File: src/hw/lsu_pkg.sv
package lsu_pkg;

  ////////////////////////////////////////////////////
  // datapath widths
  ////////////////////////////////////////////////////

  localparam int DATA_W = 32;
  localparam int BE_W = 4;
  localparam int BYTE_W = DATA_W / BE_W;

  // word address into the data cache.
  localparam int ADDR_W = 6;
  localparam int DC_WORDS = 1 << ADDR_W;

  // destination register tag carried by a load.
  localparam int TAG_W = 5;

  ////////////////////////////////////////////////////
  // dispatch operation word
  ////////////////////////////////////////////////////

  // the same 42-bit word is read as a store or as a load.
  // both views keep the word address in the low bits.
  typedef union packed {
    struct packed {
      logic [DATA_W-1:0] data;
      logic [BE_W-1:0]   be;
      logic [ADDR_W-1:0] addr;
    } st;
    struct packed {
      logic [DATA_W+BE_W-TAG_W-1:0] pad;
      logic [TAG_W-1:0]             tag;
      logic [ADDR_W-1:0]            addr;
    } ld;
  } mem_op_u;

endpackage

File: src/hw/lsu_dcache.sv
`timescale 1ns/100ps

module lsu_dcache
  import lsu_pkg::*;
(
  input  logic              i_clk,
  input  logic              i_reset,

  input  logic [ADDR_W-1:0] i_rd_addr,

  input  logic              i_wr_en,
  input  logic [ADDR_W-1:0] i_wr_addr,
  input  logic [DATA_W-1:0] i_wr_data,
  input  logic [BE_W-1:0]   i_wr_be,

  output logic [DATA_W-1:0] o_rd_data,
  output logic              o_rd_written
);

  logic [DATA_W-1:0]   mem [DC_WORDS];
  logic [DC_WORDS-1:0] written;

  // byte lanes are written independently under the byte enables.
  always_ff @(posedge i_clk) begin
    if (i_wr_en) begin
      for (int b = 0; b < BE_W; b++) begin
        if (i_wr_be[b]) begin
          mem[i_wr_addr][b*BYTE_W +: BYTE_W] <= i_wr_data[b*BYTE_W +: BYTE_W];
        end
      end
    end
  end

  // a word counts as written once any of its bytes has been stored.
  always_ff @(posedge i_clk) begin
    if (i_reset) begin
      written <= '0;
    end else if (i_wr_en) begin
      written[i_wr_addr] <= 1'b1;
    end
  end

  always_ff @(posedge i_clk) begin
    if (i_reset) begin
      o_rd_written <= 1'b0;
    end else begin
      o_rd_written <= written[i_rd_addr];
    end
  end

  // the read returns the old word when the same address is written on this edge.
  always_ff @(posedge i_clk) begin
    o_rd_data <= mem[i_rd_addr];
  end

endmodule

File: src/hw/lsu_load_pipe.sv
`timescale 1ns/100ps

module lsu_load_pipe
  import lsu_pkg::*;
(
  input  logic              i_clk,
  input  logic              i_reset,

  input  logic              i_ld_valid,
  input  mem_op_u           i_ld_op,

  // stage one address to the cache.
  output logic [ADDR_W-1:0] o_rd_addr,

  // stage one look-up into the store queue.
  output logic              o_search_valid,
  output logic [ADDR_W-1:0] o_search_addr,

  // stage two towards the merge.
  output logic              o_e2_valid,
  output logic [TAG_W-1:0]  o_e2_tag
);

  logic              e1_valid;
  logic [TAG_W-1:0]  e1_tag;
  logic [ADDR_W-1:0] e1_addr;

  ////////////////////////////////////////////////////
  // stage one
  ////////////////////////////////////////////////////

  always_ff @(posedge i_clk) begin
    if (i_reset) begin
      e1_valid <= 1'b0;
    end else begin
      e1_valid <= i_ld_valid;
    end
  end

  // only the load view of the dispatch word matters here.
  always_ff @(posedge i_clk) begin
    if (i_ld_valid) begin
      e1_tag  <= i_ld_op.ld.tag;
      e1_addr <= i_ld_op.ld.addr;
    end
  end

  // cache and store queue both sample this address at the next edge.
  assign o_rd_addr      = e1_addr;
  assign o_search_valid = e1_valid;
  assign o_search_addr  = e1_addr;

  ////////////////////////////////////////////////////
  // stage two
  ////////////////////////////////////////////////////

  always_ff @(posedge i_clk) begin
    if (i_reset) begin
      o_e2_valid <= 1'b0;
    end else begin
      o_e2_valid <= e1_valid;
    end
  end

  always_ff @(posedge i_clk) begin
    o_e2_tag <= e1_tag;
  end

endmodule

File: src/hw/lsu_stq.sv
`timescale 1ns/100ps

module lsu_stq
  import lsu_pkg::*;
#(
  parameter int STQ_DEPTH = 4
) (
  input  logic              i_clk,
  input  logic              i_reset,

  // store dispatch.
  input  logic              i_st_valid,
  input  mem_op_u           i_st_op,
  output logic              o_ready,

  // commit retires the head entry into the cache.
  input  logic              i_commit,
  output logic              o_wr_en,
  output logic [ADDR_W-1:0] o_wr_addr,
  output logic [DATA_W-1:0] o_wr_data,
  output logic [BE_W-1:0]   o_wr_be,

  // load look-up.
  input  logic              i_search_valid,
  input  logic [ADDR_W-1:0] i_search_addr,
  output logic [DATA_W-1:0] o_fwd_data,
  output logic [BE_W-1:0]   o_fwd_be
);

  localparam int PTR_W = $clog2(STQ_DEPTH);

  logic [ADDR_W-1:0] entry_addr [STQ_DEPTH];
  logic [DATA_W-1:0] entry_data [STQ_DEPTH];
  logic [BE_W-1:0]   entry_be   [STQ_DEPTH];

  logic [PTR_W-1:0]  head_ptr;
  logic [PTR_W-1:0]  tail_ptr;
  logic [PTR_W:0]    count;

  logic              push;
  logic              pop;
  logic [DATA_W-1:0] match_data;
  logic [BE_W-1:0]   match_be;

  assign o_ready = count < (PTR_W+1)'(STQ_DEPTH);
  assign push    = i_st_valid & o_ready;
  assign pop     = i_commit & (count != '0);

  ////////////////////////////////////////////////////
  // queue control
  ////////////////////////////////////////////////////

  always_ff @(posedge i_clk) begin
    if (i_reset) begin
      head_ptr <= '0;
      tail_ptr <= '0;
      count    <= '0;
    end else begin
      if (push) begin
        tail_ptr <= tail_ptr + 1'b1;
      end
      if (pop) begin
        head_ptr <= head_ptr + 1'b1;
      end
      case ({push, pop})
        2'b10:   count <= count + 1'b1;
        2'b01:   count <= count - 1'b1;
        default: count <= count;
      endcase
    end
  end

  // entries are filled from the store view of the dispatch word.
  always_ff @(posedge i_clk) begin
    if (push) begin
      entry_addr[tail_ptr] <= i_st_op.st.addr;
      entry_data[tail_ptr] <= i_st_op.st.data;
      entry_be[tail_ptr]   <= i_st_op.st.be;
    end
  end

  assign o_wr_en   = pop;
  assign o_wr_addr = entry_addr[head_ptr];
  assign o_wr_data = entry_data[head_ptr];
  assign o_wr_be   = entry_be[head_ptr];

  ////////////////////////////////////////////////////
  // forwarding search
  ////////////////////////////////////////////////////

  // entries are scanned oldest first, so a younger match overwrites an older one.
  always_comb begin
    logic [PTR_W-1:0] idx;
    match_data = '0;
    match_be   = '0;
    for (int i = 0; i < STQ_DEPTH; i++) begin
      idx = head_ptr + PTR_W'(i);
      if (((PTR_W+1)'(i) < count) && (entry_addr[idx] == i_search_addr)) begin
        for (int b = 0; b < BE_W; b++) begin
          if (entry_be[idx][b]) begin
            match_be[b] = 1'b1;
            match_data[b*BYTE_W +: BYTE_W] = entry_data[idx][b*BYTE_W +: BYTE_W];
          end
        end
      end
    end
  end

  // a head retiring on this edge is still part of the search.
  always_ff @(posedge i_clk) begin
    if (i_reset) begin
      o_fwd_be <= '0;
    end else begin
      o_fwd_be <= i_search_valid ? match_be : '0;
    end
  end

  always_ff @(posedge i_clk) begin
    o_fwd_data <= match_data;
  end

endmodule

File: src/hw/lsu_fwd_merge.sv
`timescale 1ns/100ps

module lsu_fwd_merge
  import lsu_pkg::*;
(
  input  logic              i_clk,
  input  logic              i_reset,

  input  logic              i_e2_valid,
  input  logic [TAG_W-1:0]  i_e2_tag,
  input  logic [DATA_W-1:0] i_rd_data,
  input  logic              i_rd_written,
  input  logic [DATA_W-1:0] i_fwd_data,
  input  logic [BE_W-1:0]   i_fwd_be,

  output logic              o_ld_valid,
  output logic [TAG_W-1:0]  o_ld_tag,
  output logic [DATA_W-1:0] o_ld_data,
  output logic              o_ld_forwarded
);

  logic [DATA_W-1:0] cache_word;
  logic [DATA_W-1:0] merged;

  logic              e3_valid;
  logic [TAG_W-1:0]  e3_tag;
  logic [DATA_W-1:0] e3_data;
  logic              e3_forwarded;

  // a word that was never written reads as zero.
  assign cache_word = i_rd_written ? i_rd_data : '0;

  always_comb begin
    for (int b = 0; b < BE_W; b++) begin
      merged[b*BYTE_W +: BYTE_W] = i_fwd_be[b] ? i_fwd_data[b*BYTE_W +: BYTE_W]
                                               : cache_word[b*BYTE_W +: BYTE_W];
    end
  end

  ////////////////////////////////////////////////////
  // merge and writeback registers
  ////////////////////////////////////////////////////

  always_ff @(posedge i_clk) begin
    if (i_reset) begin
      e3_valid   <= 1'b0;
      o_ld_valid <= 1'b0;
    end else begin
      e3_valid   <= i_e2_valid;
      o_ld_valid <= e3_valid;
    end
  end

  always_ff @(posedge i_clk) begin
    e3_tag         <= i_e2_tag;
    e3_data        <= merged;
    e3_forwarded   <= |i_fwd_be;
    o_ld_tag       <= e3_tag;
    o_ld_data      <= e3_data;
    o_ld_forwarded <= e3_forwarded;
  end

endmodule

File: src/hw/lsu_top.sv
`timescale 1ns/100ps

module lsu_top
  import lsu_pkg::*;
#(
  parameter int STQ_DEPTH = 4
) (
  input  logic              i_clk,
  input  logic              i_reset,

  input  logic              i_disp_valid,
  input  logic              i_disp_is_store,
  input  mem_op_u           i_disp_op,
  output logic              o_disp_ready,

  input  logic              i_commit,

  output logic              o_ld_valid,
  output logic [TAG_W-1:0]  o_ld_tag,
  output logic [DATA_W-1:0] o_ld_data,
  output logic              o_ld_forwarded
);

  logic              ld_disp_valid;
  logic              st_disp_valid;

  logic [ADDR_W-1:0] rd_addr;
  logic [DATA_W-1:0] rd_data;
  logic              rd_written;

  logic              search_valid;
  logic [ADDR_W-1:0] search_addr;
  logic [DATA_W-1:0] fwd_data;
  logic [BE_W-1:0]   fwd_be;

  logic              wr_en;
  logic [ADDR_W-1:0] wr_addr;
  logic [DATA_W-1:0] wr_data;
  logic [BE_W-1:0]   wr_be;

  logic              e2_valid;
  logic [TAG_W-1:0]  e2_tag;

  // one operation per cycle, steered by its kind.
  assign ld_disp_valid = i_disp_valid & ~i_disp_is_store;
  assign st_disp_valid = i_disp_valid & i_disp_is_store;

  ////////////////////////////////////////////////////
  // load pipe and store queue
  ////////////////////////////////////////////////////

  lsu_load_pipe u_load_pipe (
    .i_clk          (i_clk),
    .i_reset        (i_reset),
    .i_ld_valid     (ld_disp_valid),
    .i_ld_op        (i_disp_op),
    .o_rd_addr      (rd_addr),
    .o_search_valid (search_valid),
    .o_search_addr  (search_addr),
    .o_e2_valid     (e2_valid),
    .o_e2_tag       (e2_tag)
  );

  lsu_stq #(
    .STQ_DEPTH (STQ_DEPTH)
  ) u_stq (
    .i_clk          (i_clk),
    .i_reset        (i_reset),
    .i_st_valid     (st_disp_valid),
    .i_st_op        (i_disp_op),
    .o_ready        (o_disp_ready),
    .i_commit       (i_commit),
    .o_wr_en        (wr_en),
    .o_wr_addr      (wr_addr),
    .o_wr_data      (wr_data),
    .o_wr_be        (wr_be),
    .i_search_valid (search_valid),
    .i_search_addr  (search_addr),
    .o_fwd_data     (fwd_data),
    .o_fwd_be       (fwd_be)
  );

  ////////////////////////////////////////////////////
  // cache and writeback
  ////////////////////////////////////////////////////

  lsu_dcache u_dcache (
    .i_clk        (i_clk),
    .i_reset      (i_reset),
    .i_rd_addr    (rd_addr),
    .i_wr_en      (wr_en),
    .i_wr_addr    (wr_addr),
    .i_wr_data    (wr_data),
    .i_wr_be      (wr_be),
    .o_rd_data    (rd_data),
    .o_rd_written (rd_written)
  );

  lsu_fwd_merge u_fwd_merge (
    .i_clk          (i_clk),
    .i_reset        (i_reset),
    .i_e2_valid     (e2_valid),
    .i_e2_tag       (e2_tag),
    .i_rd_data      (rd_data),
    .i_rd_written   (rd_written),
    .i_fwd_data     (fwd_data),
    .i_fwd_be       (fwd_be),
    .o_ld_valid     (o_ld_valid),
    .o_ld_tag       (o_ld_tag),
    .o_ld_data      (o_ld_data),
    .o_ld_forwarded (o_ld_forwarded)
  );

endmodule

File: config.mk
export PLATFORM = sky130hd
export DESIGN_NAME = lsu_top
export DESIGN_NICKNAME = d
export VERILOG_FILES = /design/src/hw/lsu_pkg.sv /design/src/hw/lsu_dcache.sv /design/src/hw/lsu_load_pipe.sv /design/src/hw/lsu_stq.sv /design/src/hw/lsu_fwd_merge.sv /design/src/hw/lsu_top.sv
export SDC_FILE = /design/constraint.sdc
export NUM_CORES = 2
export LEC_CHECK = 0
export BUFFER_PORTS_ARGS = -buffer_cell sky130_fd_sc_hd__buf_2
export CAP_MARGIN = 20
export CORE_ASPECT_RATIO = 0.75
export CORE_UTILIZATION = 36
export DETAILED_ROUTE_END_ITERATION = 8
export SKIP_CTS_REPAIR_TIMING = 1
export SYNTH_ARGS = -nofsm -noshare
export SYNTH_HDL_FRONTEND = slang
export SYNTH_SLANG_ARGS = --single-unit
File: constraint.sdc
create_clock -name i_clk -period 3.35 [get_ports i_clk]
set_clock_uncertainty 0.15 [all_clocks]
set_input_delay 0.335 -clock i_clk [delete_from_list [all_inputs] [get_ports i_clk]]
set_output_delay 0.335 -clock i_clk [all_outputs]
set_load 0.05 [all_outputs]
==> impl_metrics.yaml <==
critical_path:
  cp_common_cell: "buf_4"
  crit_type: "reg2reg"
  cp_slowest_cell: "mux4_2"
  worst_setup_path_start_kind: "flop"
  end_kind: "flop"
  max_stage_delay_ns: 0.60
  cp_max_fo: 8
  worstPathArrival_ns: 3.75
  path_cells: "buf_4 > mux4_2 > or2_2 > nor2_1 > buf_4 > nand2_1 > nor2_1 > buf_4"
  required_ns: 3.76
drt:
  vias: 48980
  wirelength_um: 255700
  firstDrtPassIters: 9
  postRouteAntennaNets: 0
  drc_errors: 0
  avgRoutedWirePerCell_um: 28.68
  drtIter0Drc: 6306
  routed_via_density: 5.493
logic_synthesis:
  ys.flop_type: "edfxtp_1"
  yosysTopAreaCell: "edfxtp_1"
  syn_inst: 4572
  ys_ff_latch: 2454
  ys_types: 59
  ys_async_sr_fraction_pct: 0
  synthesis.nets: 4627
  netlist_top_cells_area: "edfxtp_1, mux4_2, dfxtp_1"
  yosysSeqAreaShare_pct: 74.22
  synth_edf_count: 2227
  avgSynthCellArea_um2: 21.05
  syn-cell-area_um2: 96220
  yosys.area.top_type_share_pct: 69.50
  synth_warnings: 0
power:
  total_power_mw: 73.92
  p_switching_mw: 19.01
  comb_power_share_pct: 14.6
  swShare_pct: 25.72
  ir_drop_uv: 572.9
  p_seq_share_pct: 50.0
  power.leakage_nw: 36.13
  pwr-share-clk_pct: 35.4
  internal-power_mw: 54.91
  power_density_nw_per_um2: 654.1
cells_and_area:
  areaGrowthSynthToFinish_pct: 17.46
  fin_area_um2: 113000
  seq_area_um2: 71430
  final_layout_size_suffix_gt1_share_pct: 34.33
  layout.nets: 5231
  multi_input_area_um2: 23510
  fin_cells: 8916
  nFillCells: 22760
  layout_commonest_cell: "edfxtp_1"
  utilization_pct: 42.76
  mostFrequentLayoutCells: "edfxtp_1, mux4_2, buf_4"
placed_design:
  port_buffers: 86
  dpl_cell_area_um2: 105000
  gp_congestion: 0.8828
  dp_hpwl_um: 166600
  dp_cells: 8442
  post-place-ws_ns: -0.06080
run:
  cap_viol_max_count: 0
timing:
  fin_hold_ws_ns: 0.04705
  timing.final.ws_setup_ns: 0.007090
  hold_viol_final: 0
  slew-limit-headroom_pct: 32.01
  finalCritPeriodShare_pct: 99.79
  grt_setup_unrepaired: "false"
  tightest_slew_ns: 1.016
  fin_crit_ns: 3.343
  drv_slew: 0
  setup_viol: 0
  tns_ns: 0
  max_freq_mhz: 299.1
floorplanning:
  coreArea_um2: 264300
  chipWidth_um: 599.0
  dieArea_um2: 269400
  ios: 87
  rows: 163
  dieHeight_um: 449.7
  floorplan.initialDensity_pct: 36.41
global_routing:
  grt_pass1_wl_um: 362900
  grt.total_usage_pct: 18.79
  grt_max_degree: 76
  grt_pass1_vias: 47870
  grt_overflow: 0
  antenna_found_initial: 22
min_path:
  hold_path_class: "in2reg"
cts:
  path_clk_slew_ns: 0.07
  cts_root_buf: "clkbuf_16"
  clk_path_buf_depth: 4
  cts_buffers: 234
  clock_latency_ns: 0.89
  htreeDepth: 4
  cts_num_sinks: 2454
  cts_tree: "done"
outcome:
  status: "completed"
## synth_stat cells, drive strengths merged (2+ instances only)
cell / instances
edfxtp: 2227
mux4: 765
nor2: 330
dfxtp: 227
nand2: 151
clkbuf: 139
buf: 125
a21oi: 108
mux2: 75
inv: 74
mux2i: 72
o211ai: 37
nand3: 31
o21ai: 29
a22o: 28
xnor2: 19
nor3: 17
o221ai: 17
xor2: 13
nor2b: 10
ha: 8
nand4b: 8
a31oi: 6
or2: 6
and2: 5
nand4: 5
nor3b: 5
o31a: 5
a22oi: 4
o21bai: 4
and3: 3
nor4: 3
or3: 3
a2111oi: 2
nand2b: 2
## area by class of cell
| class | count | share of cell area [%] |
|---|---|---|
| flip-flops and latches | 2454 | 63.20 |
| well taps | 3547 | 3.927 |
| repair buffers | 632 | 5.139 |
| multi-input cells | 1780 | 20.80 |
| diodes | 3 | 0.006642 |
| clock buffers | 304 | 5.692 |
| clock inverters | 122 | 0.9930 |
| inverters | 74 | 0.2458 |
## worst max-delay path, delay by kind of cell, from the launching register on
family | cells | cell delay (ns)
AND/OR/NAND/NOR | 4 | 1.22
multiplexers | 1 | 0.60
buffers and inverters | 3 | 0.59
flip-flops | 1 | 0.43
## registers in the layout, summed over array words and instances, names as in the netlist, 6 cells and up, named ones only
register               count
u_dcache.mem            2048
u_dcache.o_rd_data        32
u_dcache.written          64
u_fwd_merge.e3_data       32
u_fwd_merge.o_ld_data     32
u_load_pipe.o_rd_addr      6
u_stq.entry_addr          24
u_stq.entry_be            16
u_stq.entry_data         128
u_stq.o_fwd_data          32
## power groups by stage
stage	sequential (mW)	clock (mW)	combinational, mW
6_report	36.9	26.2	10.8
2_1_floorplan	37.3	0	6.00
5_1_grt	37.0	27.7	11.5
3_3_place_gp	37.5	0	10.6
3_5_place_dp	37.6	0	10.8
4_1_cts	36.9	26.7	10.8
## kinds of logic (layout without fill, tap and decap cells)
group           count (synthesis)  after routing  share of synthesized area, %
compound gates                244            244                         1.771
mux                           912            912                         19.54
xor+xnor                       32             32                        0.2913
flops                        2454           2454                         74.22
other cells                     0              3                             0
fa+ha+maj                       8              8                        0.1040
buf+inv                       338           1132                         1.455
simple gates                  584            584                         2.618
## per-layer routing
layer	vias up	global-route usage [%]	routed length, µm
li1	20080	-	-
met3	327	5.442	26650
met4	4	3.958	5329
met5	-	0.05348	21
met1	26230	28.48	113400
met2	2335	26.71	110300
## worst paths after layout
check                   startpoint                 endpoint  slack, ns  cells after the start
max                           flop      u_dcache.mem[17][4]      0.007                      8
min                       i_commit                     flop       0.05                      5
max reg2reg                   flop      u_dcache.mem[17][4]      0.007                      8
min reg2reg  u_fwd_merge.e3_tag[0]  u_fwd_merge.o_ld_tag[0]       0.16                      0
No activity file was read; power rests on OpenSTA's default activity.
